### src/board_bus_pkg.sv
package board_bus_pkg;

    // bus widths
    typedef logic [63:0] addr_t;
    typedef logic [63:0] data_t;

    // one RAM word, little-endian bytes
    typedef logic [31:0] word_t;

    // load/store access type
    // stores only use the first four codes
    typedef enum logic [2:0] {
        LS_B  = 3'd0,
        LS_H  = 3'd1,
        LS_W  = 3'd2,
        LS_D  = 3'd3,
        LS_BU = 3'd4,
        LS_HU = 3'd5,
        LS_WU = 3'd6
    } ls_type_e;

    // RAM region
    // base is aligned to the region size, so the low bits index the words
    localparam addr_t RAM_BASE  = 64'h0000_0000_0000_1000;
    localparam int    RAM_WORDS = 1024;
    localparam int    RAM_AW    = 10;

    // I/O registers, 8 bytes apart
    // keyboard character, read only
    localparam addr_t KEY_ADDR      = 64'h0000_0000_0000_0100;
    // console data port, write only
    localparam addr_t UART_ADDR     = 64'h0000_0000_0000_0108;
    // timer registers, 64-bit read/write
    localparam addr_t MTIME_ADDR    = 64'h0000_0000_0000_0110;
    localparam addr_t MTIMECMP_ADDR = 64'h0000_0000_0000_0118;

    // vector raised by a key press
    localparam logic [3:0] KEY_IRQ_VEC = 4'd1;

endpackage

### src/slave_bus_if.sv
interface slave_bus_if;
    import board_bus_pkg::*;

    // one-cycle request pulse from the controller
    logic     strobe;
    // request fields, held until ack
    logic     write;
    addr_t    addr;
    ls_type_e ls_type;
    data_t    wdata;

    // one-cycle completion from the slave
    logic     ack;
    // read data, valid with ack
    data_t    rdata;

    // bus controller side
    modport ctrl (
        output strobe,
        output write,
        output addr,
        output ls_type,
        output wdata,
        input  ack,
        input  rdata
    );

    // slave side
    modport slave (
        input  strobe,
        input  write,
        input  addr,
        input  ls_type,
        input  wdata,
        output ack,
        output rdata
    );

endinterface

### src/bus_controller.sv
module bus_controller (
    input  logic                    CLOCK_50,
    input  logic                    KEY0,
    input  board_bus_pkg::addr_t    bus_address,
    input  board_bus_pkg::data_t    bus_write_data,
    input  board_bus_pkg::ls_type_e bus_ls_type,
    input  logic                    bus_read_enable,
    input  logic                    bus_write_enable,
    output board_bus_pkg::data_t    bus_read_data,
    output logic                    bus_read_done,
    output logic                    bus_write_done,
    slave_bus_if.ctrl               ram_bus,
    slave_bus_if.ctrl               io_bus
);
    import board_bus_pkg::*;

    typedef enum logic [1:0] {
        ST_IDLE,
        ST_ISSUE,
        ST_WAIT
    } state_e;

    state_e   state;

    // captured request
    addr_t    req_addr;
    data_t    req_wdata;
    ls_type_e req_type;
    logic     req_write;

    // decoded target, fixed for the whole access
    logic     sel_ram;
    logic     sel_io;

    logic     ram_hit;
    logic     io_hit;
    logic     ack_in;
    data_t    rdata_in;
    logic     unmapped_done;
    logic     slave_done;
    logic     complete;

    // address decode, only done here
    assign ram_hit = (bus_address >= RAM_BASE) &&
                     (bus_address < RAM_BASE + addr_t'(RAM_WORDS) * 4);
    assign io_hit  = (bus_address == KEY_ADDR)   || (bus_address == UART_ADDR) ||
                     (bus_address == MTIME_ADDR) || (bus_address == MTIMECMP_ADDR);

    // both slaves see the same request fields
    assign ram_bus.addr    = req_addr;
    assign ram_bus.write   = req_write;
    assign ram_bus.ls_type = req_type;
    assign ram_bus.wdata   = req_wdata;
    assign io_bus.addr     = req_addr;
    assign io_bus.write    = req_write;
    assign io_bus.ls_type  = req_type;
    assign io_bus.wdata    = req_wdata;

    // answer from the selected slave
    assign ack_in   = sel_ram ? ram_bus.ack   : io_bus.ack;
    assign rdata_in = sel_ram ? ram_bus.rdata : io_bus.rdata;

    // nothing selected: finish one edge after the enable
    assign unmapped_done = (state == ST_ISSUE) && !sel_ram && !sel_io;
    assign slave_done    = (state == ST_WAIT) && ack_in;
    assign complete      = unmapped_done || slave_done;

    always_ff @(posedge CLOCK_50 or negedge KEY0) begin
        if (!KEY0) begin
            state          <= ST_IDLE;
            bus_read_done  <= 1'b1;
            bus_write_done <= 1'b1;
            sel_ram        <= 1'b0;
            sel_io         <= 1'b0;
            ram_bus.strobe <= 1'b0;
            io_bus.strobe  <= 1'b0;
        end else begin
            // strobes are single pulses
            ram_bus.strobe <= 1'b0;
            io_bus.strobe  <= 1'b0;
            case (state)
                ST_IDLE: begin
                    if (bus_read_enable || bus_write_enable) begin
                        sel_ram <= ram_hit;
                        sel_io  <= io_hit;
                        state   <= ST_ISSUE;
                        // done drops on the enable edge
                        if (bus_read_enable) begin
                            bus_read_done <= 1'b0;
                        end else begin
                            bus_write_done <= 1'b0;
                        end
                    end
                end
                ST_ISSUE: begin
                    if (sel_ram) begin
                        ram_bus.strobe <= 1'b1;
                        state          <= ST_WAIT;
                    end else if (sel_io) begin
                        io_bus.strobe <= 1'b1;
                        state         <= ST_WAIT;
                    end
                end
                default: begin
                    // hold until the slave acks
                end
            endcase
            if (complete) begin
                state <= ST_IDLE;
                if (req_write) begin
                    bus_write_done <= 1'b1;
                end else begin
                    bus_read_done <= 1'b1;
                end
            end
        end
    end

    // request capture on the enable edge
    always_ff @(posedge CLOCK_50) begin
        if (state == ST_IDLE && (bus_read_enable || bus_write_enable)) begin
            req_addr  <= bus_address;
            req_wdata <= bus_write_data;
            req_type  <= bus_ls_type;
            req_write <= !bus_read_enable;
        end
    end

    // read data kept until the next read completes
    always_ff @(posedge CLOCK_50) begin
        if (complete && !req_write) begin
            bus_read_data <= unmapped_done ? '0 : rdata_in;
        end
    end

endmodule

### src/flat_wrapper.sv
// flat-port wrapper written by rule: the top's interface ports become plain ports
module bus_controller_flat import board_bus_pkg::*;
  (CLOCK_50, KEY0, bus_address, bus_write_data, bus_ls_type, bus_read_enable, bus_write_enable, bus_read_data, bus_read_done, bus_write_done, ram_bus_strobe, ram_bus_write, ram_bus_addr, ram_bus_ls_type, ram_bus_wdata, ram_bus_ack, ram_bus_rdata, io_bus_strobe, io_bus_write, io_bus_addr, io_bus_ls_type, io_bus_wdata, io_bus_ack, io_bus_rdata);
  slave_bus_if ram_bus_i ();
  slave_bus_if io_bus_i ();
  input  logic CLOCK_50;
  input  logic KEY0;
  input  board_bus_pkg::addr_t bus_address;
  input  board_bus_pkg::data_t bus_write_data;
  input  board_bus_pkg::ls_type_e bus_ls_type;
  input  logic bus_read_enable;
  input  logic bus_write_enable;
  output board_bus_pkg::data_t bus_read_data;
  output logic bus_read_done;
  output logic bus_write_done;
  output wire logic [$bits(ram_bus_i.strobe)-1:0] ram_bus_strobe;
  output wire logic [$bits(ram_bus_i.write)-1:0] ram_bus_write;
  output wire logic [$bits(ram_bus_i.addr)-1:0] ram_bus_addr;
  output wire logic [$bits(ram_bus_i.ls_type)-1:0] ram_bus_ls_type;
  output wire logic [$bits(ram_bus_i.wdata)-1:0] ram_bus_wdata;
  input wire logic [$bits(ram_bus_i.ack)-1:0] ram_bus_ack;
  input wire logic [$bits(ram_bus_i.rdata)-1:0] ram_bus_rdata;
  output wire logic [$bits(io_bus_i.strobe)-1:0] io_bus_strobe;
  output wire logic [$bits(io_bus_i.write)-1:0] io_bus_write;
  output wire logic [$bits(io_bus_i.addr)-1:0] io_bus_addr;
  output wire logic [$bits(io_bus_i.ls_type)-1:0] io_bus_ls_type;
  output wire logic [$bits(io_bus_i.wdata)-1:0] io_bus_wdata;
  input wire logic [$bits(io_bus_i.ack)-1:0] io_bus_ack;
  input wire logic [$bits(io_bus_i.rdata)-1:0] io_bus_rdata;
  assign ram_bus_strobe = ram_bus_i.strobe;
  assign ram_bus_write = ram_bus_i.write;
  assign ram_bus_addr = ram_bus_i.addr;
  assign ram_bus_ls_type = ram_bus_i.ls_type;
  assign ram_bus_wdata = ram_bus_i.wdata;
  assign ram_bus_i.ack = ram_bus_ack;
  assign ram_bus_i.rdata = ram_bus_rdata;
  assign io_bus_strobe = io_bus_i.strobe;
  assign io_bus_write = io_bus_i.write;
  assign io_bus_addr = io_bus_i.addr;
  assign io_bus_ls_type = io_bus_i.ls_type;
  assign io_bus_wdata = io_bus_i.wdata;
  assign io_bus_i.ack = io_bus_ack;
  assign io_bus_i.rdata = io_bus_rdata;
  bus_controller u_core (.CLOCK_50(CLOCK_50), .KEY0(KEY0), .bus_address(bus_address), .bus_write_data(bus_write_data), .bus_ls_type(bus_ls_type), .bus_read_enable(bus_read_enable), .bus_write_enable(bus_write_enable), .bus_read_data(bus_read_data), .bus_read_done(bus_read_done), .bus_write_done(bus_write_done), .ram_bus(ram_bus_i), .io_bus(io_bus_i));
endmodule
### config.mk
export PLATFORM = sky130hd
export DESIGN_NAME = bus_controller_flat
export DESIGN_NICKNAME = d
export VERILOG_FILES = /design/src/board_bus_pkg.sv /design/src/slave_bus_if.sv /design/src/bus_controller.sv /design/src/flat_wrapper.sv
export SDC_FILE = /design/constraint.sdc
export NUM_CORES = 1
export LEC_CHECK = 0
export ABC_AREA = 0
export BUFFER_PORTS_ARGS = -buffer_cell sky130_fd_sc_hd__buf_2
export CAP_MARGIN = 20
export CORE_AREA = 2 2 233 235
export CTS_BUF_LIST = sky130_fd_sc_hd__clkbuf_2
export CTS_CLUSTER_SIZE = 20
export DETAILED_ROUTE_END_ITERATION = 16
export DIE_AREA = 0 0 235 237
export GPL_TIMING_DRIVEN = 0
export PLACE_DENSITY = 0.4
export SYNTH_ARGS = -nofsm -noshare
export SYNTH_HDL_FRONTEND = slang
export SYNTH_SLANG_ARGS = --single-unit
### constraint.sdc
create_clock -name CLOCK_50 -period 11.35 [get_ports CLOCK_50]
set_input_delay 0.5675 -clock CLOCK_50 [delete_from_list [all_inputs] [get_ports CLOCK_50]]
set_output_delay 0.5675 -clock CLOCK_50 [all_outputs]
set_load 0.02 [all_outputs]
==> out/results.ini <==
[placement]
dp.final_hpwl_mm=26.03
placed_cells=1823
dp_worst_setup_slack_ns=8.867
port-buffer-count=596
routabilityCongestion=0.7824

[synth]
synth_top_area_share_pct=70.55
ys_ff_latch=204
synth_area_sq_um=8343
synthFlopType=edfxtp_1
async_flop_share_pct=3.922
syn-instance-count=528
yosys_warnings=0
synth-edff-count=196
synth_top_cell_by_area=edfxtp_1
ys_types=32
netlist_top_cells_area=edfxtp_1 71%, buf_4 12%, mux2i_1 7.7%
synth_nets=793
seq_area_frac_synth_pct=72.98
synthTopCellsByCount=196 x edfxtp_1, 132 x buf_4, 67 x nor2_1
yosysMostFrequentCell=edfxtp_1
avgSynthCellArea_sq_um=15.80

[grt]
grt_max_degree=76
grt_usage_pct=11.83
grt_pass1_wl_mm=49.76
antenna_found_initial=1
overflow=0
grt_pass1_vias=8347

[power_and_ir_drop]
power_density_nw_per_um2=194.1
power.total_uw=3016
p_leak_uw=0.006892
peakVddDrop_v=0.00007855

[routing]
wl_per_cell_microns=15.54
vias_per_cell=3.499
drt_iter0_markers=177
firstDrtPassIters=4
postRouteWirelength_mm=34.26
dr_total_vias=7715
ant_nets=0
drc_errors=0

[sta]
rsz0062_at_grt=no
worst_pin_slew_ns=0.7874
post-route-period-util_pct=24.91
finalHoldViolCount=0
fin_ws_ns=8.523
relSlewSlack_pct=47.22
clock.fmax_mhz=353.7
slew_violations=0
clock_skew_ns=0.07553
setup_tns_ns=0
final.min_clock_period_ns=2.827
setup_violations=0

[floorplanning]
ios=597
initial_core_util_pct=15.66
die_h_microns=237
die_w_microns=235
num_rows=85
core-area_sq_um=53280
die-area_sq_um=55700

[worst_setup_path]
path_max_fanout=10
cp.required_ns=11.96
endpoint_kind=flip-flop
start_kind=flip-flop
arrival_ns=3.44
critPathKind=flip-flop to flip-flop

[cells_and_area]
final_cells=2205
final_nets=1723
drive_above_1_share_pct=56.43
area_growth_pct=86.25

[status]
status=finished, final reports clean

[flow_run]
max_cap_viol_count=0

[clock_network]
clk_pin_slew_ns=0.12
clock_latency_ns=0.97
cts_tree=yes
cts_root_buf=clkbuf_2
numCtsBuffers=61
cts_buffer_depth=3
h-tree-depth=2
post-cts-setup-buffer-count=0
cts_sinks=204

[worst_hold_path]
hp-class=input port to flip-flop

-- sequential cells by signal, summed over array words and instances (netlist names) --
name / cells
u_core.bus_write_done: 1
u_core.io_bus.write: 1
u_core.bus_read_done: 1
u_core.io_bus.wdata: 64
u_core.io_bus.strobe: 1
u_core.sel_io: 1
u_core.io_bus.addr: 64
u_core.state: 2
u_core.sel_ram: 1
u_core.bus_read_data: 64
u_core.ram_bus.strobe: 1
u_core.io_bus.ls_type: 3
-- cell type report --
type / count / area (sq um)
fillers: 5592 / 37740
flip-flops and latches: 204 / 6088
repair buffers: 867 / 5733
multi-input cells: 174 / 1195
plain buffers: 146 / 1052
well taps: 696 / 870.8
clock buffers: 101 / 505.5
clock inverters: 12 / 71.32
inverters: 4 / 20.02
diodes: 1 / 2.502
-- final timing paths --
path	to	cells past startpoint	slack (ns)	from
worst max-delay path	u_core.bus_read_data[46]$_SDFFCE_PP0P_	6	8.52	u_core.sel_ram$_DFFE_PN0P_
worst min-delay path	u_core.io_bus.addr[40]$_DFFE_PP_	2	0.34	bus_address[40]
worst max register to register	u_core.bus_read_data[46]$_SDFFCE_PP0P_	6	8.52	u_core.sel_ram$_DFFE_PN0P_
worst min register to register	u_core.state[0]$_DFFE_PN0P_	2	0.55	u_core.state[1]$_DFFE_PN0P_
max in group asynchronous	u_core.state[1]$_DFFE_PN0P_	4	9.83	KEY0
min in group asynchronous	u_core.bus_read_done$_DFF_PN1_	3	0.73	KEY0
-- logic make-up (layout without fill, tap and decap cells) --
group | Yosys count | in the layout | share of synthesized area (%)
AND/OR/NAND/NOR | 102 | 102 | 5.864
other | 0 | 1 | 0
AO/OA/AOI/OAI | 8 | 8 | 0.6899
buffers and inverters | 150 | 1130 | 12.79
flip-flops | 204 | 204 | 72.98
multiplexers | 64 | 64 | 7.678
-- cells in the final DEF, fill, tap and decap left out, drive strengths merged, types with 2 or more instances in the layout --
cell         Yosys  layout
nor3             2       2
dlygate4sd3      0     268
nor2            68      68
dfstp            2       2
nor4            13      13
clkbuf           7     108
dfrtp            6       6
inv              4       4
nand2            7       7
edfxtp         196     196
nand3            3       3
mux2i           64      64
o21ai            2       2
clkinv           0      11
buf            139     738
nand2b           2       2
-- where the power goes --
part	total [uW]	internal, uW	switching (uW)
Combinational	1230	468	761
Clock	587	254	333
Sequential	1200	1100	97.2
Total	3020	1820	1190
-- per-stage QoR --
| stage | instance area, sq um | util (%) | hold slack [ns] |
|---|---|---|---|
| global placement | 12200 | 22.89 | 0.4596 |
| CTS | 15540 | 29.16 | 0.1017 |
| detailed placement | 12280 | 23.04 | 0.4616 |
| global route | 15540 | 29.16 | 0.1351 |
| floorplan | 8343 | - | 0.2719 |
| finish | 15540 | 29.16 | 0.3414 |
-- what timing repair did --
action                    4_1_cts  5_1_grt
gates resized for setup         0        0
hold buffers                  268        0
hold endpoints to repair      210        0
-- critical path, cell delays in order, from the launching register on --
cell and delay [ns]:
dfrtp_1 0.32, clkbuf_1 0.42, buf_2 0.41, buf_2 0.41, mux2i_1 0.29, dlygate4sd3_1 0.59
nor2_1 0.05
-- per-layer routing --
metal	track usage (%)	part of all wire (%)	up-vias
met1	12.55	37	3596
li1	-	-	3678
met4	4.239	2.6	0
met2	21.68	53	384
met5	0	0	-
met3	4.022	7.7	57
No activity file was read; power rests on OpenSTA's default activity.
