`config.mk`:
```
export PLATFORM = sky130hd
export DESIGN_NAME = io_regs_flat
export DESIGN_NICKNAME = d
export VERILOG_FILES = /design/src/board_bus_pkg.sv /design/src/slave_bus_if.sv /design/src/io_regs.sv /design/src/flat_wrapper.sv
export SDC_FILE = /design/constraint.sdc
export NUM_CORES = 1
export LEC_CHECK = 0
export BUFFER_PORTS_ARGS = -buffer_cell sky130_fd_sc_hd__buf_2
export CAP_MARGIN = 0
export CORE_MARGIN = 3
export CORE_UTILIZATION = 45
export DETAILED_ROUTE_END_ITERATION = 6
export PLACE_DENSITY = 0.68
export SYNTH_ARGS = -nofsm -noshare
export SYNTH_HDL_FRONTEND = slang
export SYNTH_SLANG_ARGS = --single-unit
```
`constraint.sdc`:
```
create_clock -name CLOCK_50 -period 1 [get_ports CLOCK_50]
set_input_delay 0.05 -clock CLOCK_50 [delete_from_list [all_inputs] [get_ports CLOCK_50]]
set_output_delay 0.05 -clock CLOCK_50 [all_outputs]
set_load 0.02 [all_outputs]
```
`src/board_bus_pkg.sv`:
```
package board_bus_pkg;

    // bus widths
    typedef logic [63:0] addr_t;
    typedef logic [63:0] data_t;

    // one RAM word, little-endian bytes
    typedef logic [31:0] word_t;

    // load/store access type
    // stores only use the first four codes
    typedef enum logic [2:0] {
        LS_B  = 3'd0,
        LS_H  = 3'd1,
        LS_W  = 3'd2,
        LS_D  = 3'd3,
        LS_BU = 3'd4,
        LS_HU = 3'd5,
        LS_WU = 3'd6
    } ls_type_e;

    // RAM region
    // base is aligned to the region size, so the low bits index the words
    localparam addr_t RAM_BASE  = 64'h0000_0000_0000_1000;
    localparam int    RAM_WORDS = 1024;
    localparam int    RAM_AW    = 10;

    // I/O registers, 8 bytes apart
    // keyboard character, read only
    localparam addr_t KEY_ADDR      = 64'h0000_0000_0000_0100;
    // console data port, write only
    localparam addr_t UART_ADDR     = 64'h0000_0000_0000_0108;
    // timer registers, 64-bit read/write
    localparam addr_t MTIME_ADDR    = 64'h0000_0000_0000_0110;
    localparam addr_t MTIMECMP_ADDR = 64'h0000_0000_0000_0118;

    // vector raised by a key press
    localparam logic [3:0] KEY_IRQ_VEC = 4'd1;

endpackage

```
`src/slave_bus_if.sv`:
```
interface slave_bus_if;
    import board_bus_pkg::*;

    // one-cycle request pulse from the controller
    logic     strobe;
    // request fields, held until ack
    logic     write;
    addr_t    addr;
    ls_type_e ls_type;
    data_t    wdata;

    // one-cycle completion from the slave
    logic     ack;
    // read data, valid with ack
    data_t    rdata;

    // bus controller side
    modport ctrl (
        output strobe,
        output write,
        output addr,
        output ls_type,
        output wdata,
        input  ack,
        input  rdata
    );

    // slave side
    modport slave (
        input  strobe,
        input  write,
        input  addr,
        input  ls_type,
        input  wdata,
        output ack,
        output rdata
    );

endinterface

```
`src/io_regs.sv`:
```
module io_regs (
    input  logic        CLOCK_50,
    input  logic        KEY0,
    input  logic        key_pressed,
    input  logic [7:0]  ascii,
    input  logic        interrupt_ack,
    output logic [3:0]  interrupt_vector,
    output logic        uart_write_pulse,
    output logic [31:0] uart_write_data,
    slave_bus_if.slave  bus
);
    import board_bus_pkg::*;

    logic [7:0] key_char;
    data_t      mtime;
    data_t      mtimecmp;
    data_t      rd_val;
    // register select from the address offset
    logic [1:0] reg_sel;
    logic       wr_strobe;

    assign reg_sel   = bus.addr[4:3];
    assign wr_strobe = bus.strobe && bus.write;

    // read mux
    always_comb begin
        case (reg_sel)
            KEY_ADDR[4:3]:   rd_val = {56'd0, key_char};
            MTIME_ADDR[4:3]: rd_val = mtime;
            MTIMECMP_ADDR[4:3]: rd_val = mtimecmp;
            // console port reads as zero
            default:         rd_val = '0;
        endcase
    end

    always_ff @(posedge CLOCK_50 or negedge KEY0) begin
        if (!KEY0) begin
            bus.ack          <= 1'b0;
            uart_write_pulse <= 1'b0;
            interrupt_vector <= '0;
            key_char         <= '0;
            mtime            <= '0;
            mtimecmp         <= '0;
        end else begin
            // every access answers on the next edge
            bus.ack          <= bus.strobe;
            // console pulse lines up with the ack
            uart_write_pulse <= wr_strobe && (reg_sel == UART_ADDR[4:3]);
            if (wr_strobe && reg_sel == MTIME_ADDR[4:3]) begin
                mtime <= bus.wdata;
            end
            if (wr_strobe && reg_sel == MTIMECMP_ADDR[4:3]) begin
                mtimecmp <= bus.wdata;
            end
            // last key seen
            if (key_pressed) begin
                key_char <= ascii;
            end
            // keyboard irq, ack wins over a new key
            if (key_pressed && ascii != 8'd0) begin
                interrupt_vector <= KEY_IRQ_VEC;
            end
            if (interrupt_vector != 4'd0 && interrupt_ack) begin
                interrupt_vector <= '0;
            end
        end
    end

    // read data and console character
    always_ff @(posedge CLOCK_50) begin
        if (bus.strobe && !bus.write) begin
            bus.rdata <= rd_val;
        end
        if (wr_strobe && reg_sel == UART_ADDR[4:3]) begin
            uart_write_data <= bus.wdata[31:0];
        end
    end

endmodule

```
`src/flat_wrapper.sv`:
```
// flat-port wrapper written by rule: the top's interface ports become plain ports
module io_regs_flat import board_bus_pkg::*;
  (CLOCK_50, KEY0, key_pressed, ascii, interrupt_ack, interrupt_vector, uart_write_pulse, uart_write_data, bus_strobe, bus_write, bus_addr, bus_ls_type, bus_wdata, bus_ack, bus_rdata);
  slave_bus_if bus_i ();
  input  logic CLOCK_50;
  input  logic KEY0;
  input  logic key_pressed;
  input  logic [7:0] ascii;
  input  logic interrupt_ack;
  output logic [3:0] interrupt_vector;
  output logic uart_write_pulse;
  output logic [31:0] uart_write_data;
  input wire logic [$bits(bus_i.strobe)-1:0] bus_strobe;
  input wire logic [$bits(bus_i.write)-1:0] bus_write;
  input wire logic [$bits(bus_i.addr)-1:0] bus_addr;
  input wire logic [$bits(bus_i.ls_type)-1:0] bus_ls_type;
  input wire logic [$bits(bus_i.wdata)-1:0] bus_wdata;
  output wire logic [$bits(bus_i.ack)-1:0] bus_ack;
  output wire logic [$bits(bus_i.rdata)-1:0] bus_rdata;
  assign bus_i.strobe = bus_strobe;
  assign bus_i.write = bus_write;
  assign bus_i.addr = bus_addr;
  assign bus_i.ls_type = bus_ls_type;
  assign bus_i.wdata = bus_wdata;
  assign bus_ack = bus_i.ack;
  assign bus_rdata = bus_i.rdata;
  io_regs u_core (.CLOCK_50(CLOCK_50), .KEY0(KEY0), .key_pressed(key_pressed), .ascii(ascii), .interrupt_ack(interrupt_ack), .interrupt_vector(interrupt_vector), .uart_write_pulse(uart_write_pulse), .uart_write_data(uart_write_data), .bus(bus_i));
endmodule
```
==> flow_summary_export.csv, run 1 <==
group,metric,value,unit
run_status,run_status,"finished, violations left",
run_status,failed_checks,"setup timing",
timing,finalWorstSetupSlack,-165,ps
worst_setup_path,worstPathRequired,950,ps
power,net-switching-power,0.00601,W
timing,maxClockFrequency,858,MHz
power,p_comb_share,15.2,%
final_layout,drive_above_1_share,47.7,%
yosys,yosysMostFrequentCell,"sky130_fd_sc_hd__dfrtp_1",
worst_setup_path,cpLargestDelayFamily,"flip-flops",
worst_setup_path,peak_fanout_along_the_critical_path,1,
grt,pin_count_of_the_biggest_net_entering_global_routing,35,
timing,final-hold-violation-count,0,
power,power.internal,0.0203,W
final_layout,area.growth.synth_to_final,40.3,%
timing,timing.final.crit_period,1170,ps
flow_run,max_cap_viol_count,0,
clock_network,numCtsBuffers,25,
detailed_routing,detail_route.vias_per_cell,4.97,
timing,maxSlewViolCount,0,
detailed_routing,finalWirelength,21300,µm
place,pre_cts_slack,-195,ps
clock_network,clock_tree.buffer_depth,3,
floorplan,placementRows,52,
worst_setup_path,arrival_worst_endpoint,1120,ps
detailed_routing,drc,0,
detailed_routing,routed_wire_length_per_instance,18.9,µm
power,cellPowerDensity,1980,nW/µm²
clock_network,cts_num_sinks,235,
detailed_routing,drtIter0Drc,221,
detailed_routing,routed-via-count,5606,
floorplan,placeableCoreArea,20400,µm²
grt,grt_use_total,18.3,%
clock_network,worstSkewPairLatency,510,ps
clock_network,clock-root-buffer,"sky130_fd_sc_hd__clkbuf_16",
yosys,synth_async_sr_flop_share,59.1,%
yosys,proportion_of_synthesized_chip_area_in_sequential_cells,67.2,%
timing,rsz0062_at_grt,"true",
yosys,synth.distinct_cells,19,
detailed_routing,firstDrtPassIters,4,
worst_setup_path,endpoint_kind,"primary output",
place,buffer_ports.inserted,178,
clock_network,cts.clk_slew.worst_paths,60,ps
worst_setup_path,cp.buffers_inverters,1,
timing,clk_skew,8.66,ps
detailed_routing,postRouteAntennaNets,0,
power,seqPwrFrac,46.9,%
power,p_leak,5.96,nW
yosys,synth_flop_cell,"sky130_fd_sc_hd__dfrtp_1",
floorplan,ios,247,
final_layout,fin_cells,1129,
worst_hold_path,hp-class,"in -> async",
clock_network,tritoncts_clock_tree,"yes",
power,power.share.switching,22.8,%
floorplan,area_of_the_die,22800,µm²
place,place.detailed.hpwl,13600,µm
power,max-vdd-ir-drop,0.00132,V
worst_setup_path,criticalPathCategory,"reg -> out",
yosys,post-synth-top-area-fraction,36.7,%
timing,timing.slew.headroom,61.1,%
grt,via_count_of_the_first_global_routing_pass,6091,
worst_setup_path,cp_cell_sequence,"buf_6",
place,place.gp.congestion,0.788,
worst_setup_path,critical_path_top_delay_cell,"sky130_fd_sc_hd__edfxtp_1",
yosys,yosys-top-cells-area,"sky130_fd_sc_hd__dfrtp_1, sky130_fd_sc_hd__edfxtp_1, sky130_fd_sc_hd__mux2_4",
yosys,netlist.top_cell.by_area,"sky130_fd_sc_hd__dfrtp_1",
timing,period_share,117,%
worst_setup_path,worstSetupStartpointType,"flop",
yosys,synth_edf_count,96,
final_layout,antenna_cells,0,
power,clkPwrFrac,37.9,%
floorplan,die_height,151,µm
yosys,synth.cell_area,9470,µm²
yosys,postSynthAreaPerCell,17.5,µm²
timing,worst-slew-pin-transition,582,ps
grt,first_pass_grt_wire_length,32600,µm
floorplan,die_w,151,µm
yosys,synth_warnings,0,
final_layout,num-nets-final,985,
yosys,synth.ff_latch_count,235,
place,placed_cells,1003,
yosys,syn-instance-count,542,
clock_network,htree_num_levels,1,
floorplan,initial_core_util,46.4,%
timing,final-setup-viol-count,108,
yosys,ys_top_cells_by_count,"sky130_fd_sc_hd__dfrtp_1, sky130_fd_sc_hd__edfxtp_1, sky130_fd_sc_hd__mux2_2",
worst_setup_path,maximum_cell_stage_delay_along_the_critical_path,440,ps
grt,antenna_found_initial,0,
grt,grt_remaining_overflow,0,
==> power by group through the flow <==
stage | sequential [W] | combinational [W] | clock, W
2_1_floorplan | 0.0125 | 0.00225 | 0
3_3_place_gp | 0.0123 | 0.00342 | 0
3_5_place_dp | 0.0124 | 0.00355 | 0
4_1_cts | 0.0123 | 0.00394 | 0.0102
5_1_grt | 0.0125 | 0.00435 | 0.0106
6_report | 0.0123 | 0.00401 | 0.00999
==> sequential cells by signal, summed over array words and instances (netlist names) <==
signal and flops:
u_core.uart_write_data 32, u_core.key_char 8, u_core.uart_write_pulse 1, u_core.mtimecmp 64, u_core.interrupt_vector 1, u_core.bus.ack 1, u_core.mtime 64, u_core.bus.rdata 64
==> area by class of cell <==
class / instances / area, µm²
Clock inverter: 15 / 238
Sequential cell: 235 / 6360
Multi-Input combinational cell: 277 / 2960
Fill cell: 1438 / 7140
Clock buffer: 31 / 668
Timing Repair Buffer: 301 / 2720
Tap cell: 270 / 338
==> path summary, 6_finish.rpt <==
| check | startpoint | to | slack [ps] | cells after the start |
|---|---|---|---|---|
| worst min register to register | u_core.mtimecmp[12]$_DFFE_PN0P_ | u_core.mtimecmp[12]$_DFFE_PN0P_ | 490 | 1 |
| worst min-delay path | KEY0 | u_core.mtime[42]$_DFFE_PN0P_ | 6 | 2 |
| worst max-delay path | u_core.bus.rdata[63]$_DFFE_PP_ | bus_rdata[63] | -170 | 1 |
| min in group CLOCK_50 | ascii[5] | u_core.interrupt_vector[0]$_DFFE_PN0P_ | 20 | 4 |
| worst max register to register | u_core.mtime[6]$_DFFE_PN0P_ | u_core.bus.rdata[6]$_DFFE_PP_ | -80 | 2 |
| max in group asynchronous | KEY0 | u_core.mtimecmp[5]$_DFFE_PN0P_ | 470 | 3 |
==> metal layers <==
metal / track usage, % / share of wire, % / routed length, µm / up-vias
met5: 0 / 0 / 0 / -
met2: 30.2 / 49 / 10400 / 164
met1: 24.9 / 44 / 9390 / 2848
met4: 5.44 / 2.2 / 463 / 0
met3: 3.26 / 5.0 / 1060 / 39
li1: - / - / - / 2555
==> placed cells by master (no fill, tap or decap), types with 25 or more instances in the layout <==
| cell type | instances |
|---|---|
| sky130_fd_sc_hd__buf_6 | 79 |
| sky130_fd_sc_hd__clkbuf_16 | 25 |
| sky130_fd_sc_hd__edfxtp_1 | 96 |
| sky130_fd_sc_hd__nor2b_1 | 56 |
| sky130_fd_sc_hd__mux2_2 | 77 |
| sky130_fd_sc_hd__buf_2 | 98 |
| sky130_fd_sc_hd__dlygate4sd3_1 | 78 |
| sky130_fd_sc_hd__mux2i_1 | 57 |
| sky130_fd_sc_hd__buf_4 | 29 |
| sky130_fd_sc_hd__mux2_4 | 62 |
| sky130_fd_sc_hd__dfrtp_1 | 139 |
==> logic make-up (layout without fill, tap and decap cells) <==
logic type	Yosys count	count (layout)	synth area share [%]
compound gates	9	9	0.793
buf+inv	32	347	2.19
flops	235	235	67.2
mux	201	201	25.5
other cells	1	3	0.0396
simple gates	64	64	4.28
==> per-stage QoR <==
stage          utilization (%)  hold WS (ps)  total power, W  TNS (ps)  cell area [µm²]
2_1_floorplan                -          -246          0.0148    -46510             9590
3_3_place_gp              54.2         -26.3          0.0158    -32550            11100
6_report                  65.0          6.49          0.0264     -9710            13300
5_1_grt                   65.0          1.31          0.0275    -13860            13300
3_5_place_dp              54.2         -24.4          0.0160    -35130            11100
4_1_cts                   63.7         -16.8          0.0265    -12060            13000
==> timing repair <==
action                     CTS  global route
setup endpoints to repair  107           108
resized for setup           78            84
pin swaps                    0             0
cloned                       0             0
buffers inserted             1             1
hold endpoints to repair   310             1
hold buffers                77             1
(Power assumes the default switching activity.)
==> inputs of run 2 (changes only) <==
--- a/config.mk
+++ b/config.mk
@@ -9,3 +9,3 @@
 export CAP_MARGIN = 0
-export CORE_MARGIN = 3
+export CORE_MARGIN = 2
 export CORE_UTILIZATION = 45
--- a/constraint.sdc
+++ b/constraint.sdc
@@ -3,2 +3,2 @@
 set_output_delay 0.05 -clock CLOCK_50 [all_outputs]
-set_load 0.02 [all_outputs]
+set_load 0.05 [all_outputs]
==> flow_summary_export.csv, run 2 (synthesized netlist as in run 1, its figures left out) <==
group,metric,value,unit
floorplan,die_w,149,µm
final_layout,final_cell_mix,"sky130_fd_sc_hd__dfrtp_1, sky130_fd_sc_hd__buf_6, sky130_fd_sc_hd__edfxtp_1, sky130_fd_sc_hd__mux2_2, sky130_fd_sc_hd__buf_2",
grt,grt_remaining_overflow,0,
run_status,run_status,"finished, violations left",
worst_setup_path,criticalPathCategory,"reg -> out",
power,power.share.switching,25.2,%
worst_hold_path,hp-class,"in -> reg",
worst_setup_path,cpLargestDelayFamily,"flip-flops",
detailed_routing,drtIter0Drc,196,
clock_network,cts.clk_slew.worst_paths,60,ps
worst_setup_path,critical_path_top_delay_cell,"sky130_fd_sc_hd__edfxtp_1",
detailed_routing,firstDrtPassIters,4,
worst_setup_path,worstPathRequired,950,ps
worst_setup_path,cp_cell_sequence,"buf_6",
power,p_comb_share,18.3,%
floorplan,placeableCoreArea,20800,µm²
timing,timing.final.crit_period,1200,ps
floorplan,ios,247,
timing,final-setup-viol-count,109,
power,net-switching-power,0.00641,W
clock_network,clock_tree.buffer_depth,3,
worst_setup_path,endpoint_kind,"primary output",
clock_network,numCtsBuffers,24,
detailed_routing,routed_wire_length_per_instance,18.5,µm
floorplan,placementRows,53,
grt,first_pass_grt_wire_length,33800,µm
worst_setup_path,worstSetupStartpointType,"flop",
worst_setup_path,critPathCapture,"bus_rdata[1]",
timing,timing.slew.headroom,61.8,%
power,max-vdd-ir-drop,0.00122,V
timing,period_share,120,%
worst_setup_path,worstReg2RegStart,"u_core.mtime[6]$_DFFE_PN0P_",
final_layout,fillers,1490,
detailed_routing,finalWirelength,21100,µm
timing,rsz0062_at_grt,"true",
worst_setup_path,peak_fanout_along_the_critical_path,1,
final_layout,area.sequential,6360,µm²
final_layout,biggestRegsByFlops,"u_core.bus.rdata (64), u_core.mtime (64), u_core.mtimecmp (64)",
power,seqPwrFrac,48.5,%
grt,pin_count_of_the_biggest_net_entering_global_routing,40,
final_layout,layout_commonest_cell,"sky130_fd_sc_hd__dfrtp_1",
run_status,failed_checks,"hold timing, setup timing",
final_layout,multi_input_area,2960,µm²
grt,grt_use_total,19.3,%
timing,fin_worst_hold_slack,-24.7,ps
timing,maxClockFrequency,834,MHz
worst_setup_path,cp.buffers_inverters,1,
worst_setup_path,worstRegToRegCells,2,
detailed_routing,detail_route.vias_per_cell,4.92,
clock_network,htree_num_levels,1,
place,buffer_ports.inserted,178,
detailed_routing,postRouteAntennaNets,0,
grt,antenna_found_initial,0,
power,finalPower,0.0255,W
clock_network,clock-root-buffer,"sky130_fd_sc_hd__clkbuf_16",
timing,final-hold-violation-count,1,
clock_network,cts_num_sinks,235,
power,power.internal,0.0191,W
flow_run,max_cap_viol_count,0,
clock_network,worstSkewPairLatency,510,ps
timing,setup_total_negative_slack,-11390,ps
floorplan,die_height,149,µm
worst_setup_path,arrival_worst_endpoint,1150,ps
timing,clk_skew,7.02,ps
place,place.gp.congestion,0.773,
final_layout,area.growth.synth_to_final,40.1,%
final_layout,drive_above_1_share,47.6,%
worst_setup_path,rr_endpoint,"u_core.bus.rdata[6]$_DFFE_PP_",
timing,finalWorstSetupSlack,-199,ps
detailed_routing,routed-via-count,5624,
worst_setup_path,setup.reg_to_reg.worst_slack,-80,ps
detailed_routing,drc,0,
floorplan,initial_core_util,45.5,%
worst_setup_path,cp-startpoint,"u_core.bus.rdata[1]$_DFFE_PP_",
worst_setup_path,path_depth,1,
worst_hold_path,hold_path_startpoint,"ascii[7]",
power,p_leak,5.95,nW
final_layout,antenna_cells,0,
final_layout,num-nets-final,995,
power,cellPowerDensity,1920,nW/µm²
floorplan,area_of_the_die,22200,µm²
timing,worst-slew-pin-transition,571,ps
grt,via_count_of_the_first_global_routing_pass,6383,
worst_setup_path,maximum_cell_stage_delay_along_the_critical_path,450,ps
timing,maxSlewViolCount,0,
clock_network,tritoncts_clock_tree,"yes",
power,clkPwrFrac,33.2,%
place,place.detailed.hpwl,13300,µm
run 2: cell types whose count changed in the layout (fill, tap and decap cells not counted), moves of 3 or more:
| cell | change |
|---|---|
| sky130_fd_sc_hd__bufinv_16 | -6 |
| sky130_fd_sc_hd__buf_2 | -21 |
| sky130_fd_sc_hd__buf_6 | +21 |
| sky130_fd_sc_hd__clkinv_2 | -3 |
| sky130_fd_sc_hd__clkbuf_1 | +8 |
| sky130_fd_sc_hd__clkinvlp_4 | -4 |
| sky130_fd_sc_hd__buf_12 | -6 |
| sky130_fd_sc_hd__buf_4 | +19 |
run 2: final cells by class:
class	count	area share (%)
flip-flops and latches	235	47.9
clock buffers	41	5.47
clock inverters	3	0.160
repair buffers	312	21.5
multi-input cells	277	22.3
well taps	275	2.59
run 2: per-stage QoR:
step                      utilization, %  hold WS, ps  cell area (µm²)  cells  setup slack [ps]
after detailed placement            53.1        -49.8            11100   1014              -213
after global placement              53.1        -50.7            11100   1014              -167
after CTS                           63.5        0.324            13200   1140              -217
final                               63.7        -24.7            13300   1143              -199
after global routing                63.7        -22.2            13300   1143              -215
after floorplan                        -         -246             9590    544              -453
run 2: worst min path at each step:
stage / endpoint / slack [ps] / depth (start not counted)
global placement: u_core.mtime[34]$_DFFE_PN0P_ / -50 / 1
global route: u_core.interrupt_vector[0]$_DFFE_PN0P_ / -20 / 4
floorplan: u_core.bus.ack$_DFF_PN0_ / -250 / 0
finish: u_core.interrupt_vector[0]$_DFFE_PN0P_ / -20 / 4
detailed placement: u_core.mtimecmp[40]$_DFFE_PN0P_ / -50 / 1
CTS: u_core.mtimecmp[9]$_DFFE_PN0P_ / 0.3 / 2
run 2: what timing repair did:
action                                  CTS  global route
hold buffers                             76             6
gates resized for setup                 199             5
setup buffers                             6             3
cloned                                    0             0
endpoints found under the setup margin  107           108
pin swaps                                 0             0
hold endpoints to repair                309             7
run 2: power by group through the flow:
stage | sequential (W) | clock [W] | combinational [W]
final | 0.0124 | 0.00846 | 0.00465
after global routing | 0.0125 | 0.00901 | 0.00499
after CTS | 0.0123 | 0.00860 | 0.00462
after detailed placement | 0.0124 | 0 | 0.00404
after global placement | 0.0123 | 0 | 0.00390
after floorplan | 0.0130 | 0 | 0.00227
run 2: layer usage:
layer	track usage, %	part of all wire, %	up-vias
li1	-	-	2570
met1	25.0	43	2866
met2	33.1	50	154
met3	4.19	5.3	34
met4	5.43	2.3	0
met5	0	0	-
==> inputs of run 3 (changes only) <==
- TNS_END_PERCENT: not set -> 5
==> flow_summary_export.csv, run 3 (synthesized netlist as in run 1, its figures left out) <==
group,metric,value,unit
grt,grt_use_total,19.3,%
grt,pin_count_of_the_biggest_net_entering_global_routing,41,
place,place.detailed.hpwl,13400,µm
timing,final-hold-violation-count,0,
floorplan,placementRows,53,
final_layout,num-nets-final,988,
run_status,failed_checks,"setup timing",
detailed_routing,drc,0,
timing,period_share,117,%
floorplan,placeableCoreArea,20800,µm²
clock_network,htree_num_levels,1,
detailed_routing,firstDrtPassIters,4,
worst_setup_path,critical_path_top_delay_cell,"sky130_fd_sc_hd__edfxtp_1",
final_layout,fin_cells,1136,
worst_setup_path,cpLargestDelayFamily,"flip-flops",
detailed_routing,routed_wire_length_per_instance,18.7,µm
place,place.gp.congestion,0.765,
place,pre_cts_slack,-199,ps
detailed_routing,finalWirelength,21200,µm
grt,grt_remaining_overflow,0,
timing,clk_skew,10.1,ps
grt,first_pass_grt_wire_length,33500,µm
clock_network,clock_tree.buffer_depth,3,
timing,worst-slew-pin-transition,668,ps
clock_network,numCtsBuffers,24,
clock_network,cts.clk_slew.worst_paths,60,ps
grt,via_count_of_the_first_global_routing_pass,6217,
worst_setup_path,criticalPathCategory,"reg -> out",
clock_network,cts_num_sinks,235,
detailed_routing,routed-via-count,5613,
floorplan,die_w,149,µm
place,placed_cells,1011,
power,p_leak,5.97,nW
worst_setup_path,maximum_cell_stage_delay_along_the_critical_path,430,ps
timing,maxClockFrequency,853,MHz
run_status,run_status,"finished, violations left",
clock_network,clock-root-buffer,"sky130_fd_sc_hd__clkbuf_16",
flow_run,max_cap_viol_count,0,
worst_setup_path,cp.buffers_inverters,1,
detailed_routing,detail_route.vias_per_cell,4.94,
final_layout,antenna_cells,0,
worst_setup_path,endpoint_kind,"primary output",
clock_network,worstSkewPairLatency,510,ps
worst_setup_path,cp_cell_sequence,"buf_6",
final_layout,layout_commonest_cell,"sky130_fd_sc_hd__dfrtp_1",
final_layout,final_cell_mix,"sky130_fd_sc_hd__dfrtp_1, sky130_fd_sc_hd__buf_6, sky130_fd_sc_hd__edfxtp_1, sky130_fd_sc_hd__buf_2, sky130_fd_sc_hd__mux2_2",
timing,fin_worst_hold_slack,13.0,ps
place,buffer_ports.inserted,178,
clock_network,tritoncts_clock_tree,"yes",
worst_setup_path,peak_fanout_along_the_critical_path,1,
floorplan,die_height,149,µm
floorplan,area_of_the_die,22200,µm²
final_layout,area.growth.synth_to_final,40.4,%
floorplan,initial_core_util,45.5,%
worst_setup_path,arrival_worst_endpoint,1120,ps
power,cellPowerDensity,1960,nW/µm²
timing,timing.slew.headroom,55.3,%
timing,final-setup-viol-count,107,
worst_setup_path,worstSetupStartpointType,"flop",
timing,rsz0062_at_grt,"true",
final_layout,biggestRegsByFlops,"u_core.bus.rdata (64), u_core.mtime (64), u_core.mtimecmp (64)",
floorplan,ios,247,
grt,antenna_found_initial,0,
worst_hold_path,hp-class,"in -> reg",
final_layout,drive_above_1_share,48.2,%
timing,setup_total_negative_slack,-11510,ps
power,max-vdd-ir-drop,0.00134,V
timing,maxSlewViolCount,0,
timing,timing.final.crit_period,1170,ps
detailed_routing,drtIter0Drc,225,
worst_setup_path,setup.reg_to_reg.worst_slack,-110,ps
detailed_routing,postRouteAntennaNets,0,
worst_setup_path,worstPathRequired,950,ps
timing,finalWorstSetupSlack,-172,ps
## run 3: path summary, 6_finish.rpt
kind,from,endpoint,depth (start not counted)
setup / recovery,u_core.bus.rdata[37]$_DFFE_PP_,bus_rdata[37],1
hold / removal,ascii[5],u_core.key_char[5]$_DFFE_PN0P_,4
setup reg to reg,u_core.mtime[6]$_DFFE_PN0P_,u_core.bus.rdata[6]$_DFFE_PP_,2
hold reg to reg,u_core.mtimecmp[12]$_DFFE_PN0P_,u_core.mtimecmp[12]$_DFFE_PN0P_,1
max in group asynchronous,KEY0,u_core.mtime[62]$_DFFE_PN0P_,3
min in group asynchronous,KEY0,u_core.mtimecmp[38]$_DFFE_PN0P_,2
## run 3: repair_timing
item,in CTS,in global routing
endpoints found under the setup margin,107,109
endpoints found under the hold margin,309,4
gates resized for setup,199,11
hold buffers,76,4
pin swaps,0,1
buffers inserted,1,0
## run 3: through the flow
| step | power [W] | area (µm²) | utilization [%] |
|---|---|---|---|
| final | 0.0260 | 13300 | 63.9 |
| after global routing | 0.0271 | 13300 | 63.9 |
| after CTS | 0.0262 | 13300 | 63.7 |
| after detailed placement | 0.0165 | 11100 | 53.2 |
| after global placement | 0.0163 | 11100 | 53.2 |
| after floorplan | 0.0153 | 9520 | - |
## run 3: layout make-up
| type | count | area, µm² |
|---|---|---|
| flip-flops and latches | 235 | 6360 |
| clock inverters | 11 | 105 |
| well taps | 275 | 344 |
| clock buffers | 33 | 707 |
| multi-input cells | 277 | 2960 |
| repair buffers | 305 | 2820 |
| fillers | 1492 | 7520 |
## run 3: per-layer routing
layer | vias to the layer above | share of wire, % | track usage (%) | routed length (µm)
li1 | 2563 | - | - | -
met1 | 2829 | 42 | 25.5 | 8950
met2 | 183 | 50 | 32.8 | 10700
met3 | 38 | 5.4 | 3.58 | 1140
met4 | 0 | 1.9 | 5.33 | 412
met5 | - | 0 | 0 | 0
## run 3: power breakdown
group | switching, W | total [W] | internal [W] | leakage [nW]
clock network | 0.00364 | 0.00909 | 0.00546 | 0.403
logic | 0.00207 | 0.00457 | 0.00250 | 2.99
registers | 0.000781 | 0.0124 | 0.0116 | 2.57
total | 0.00649 | 0.0260 | 0.0195 | 5.97
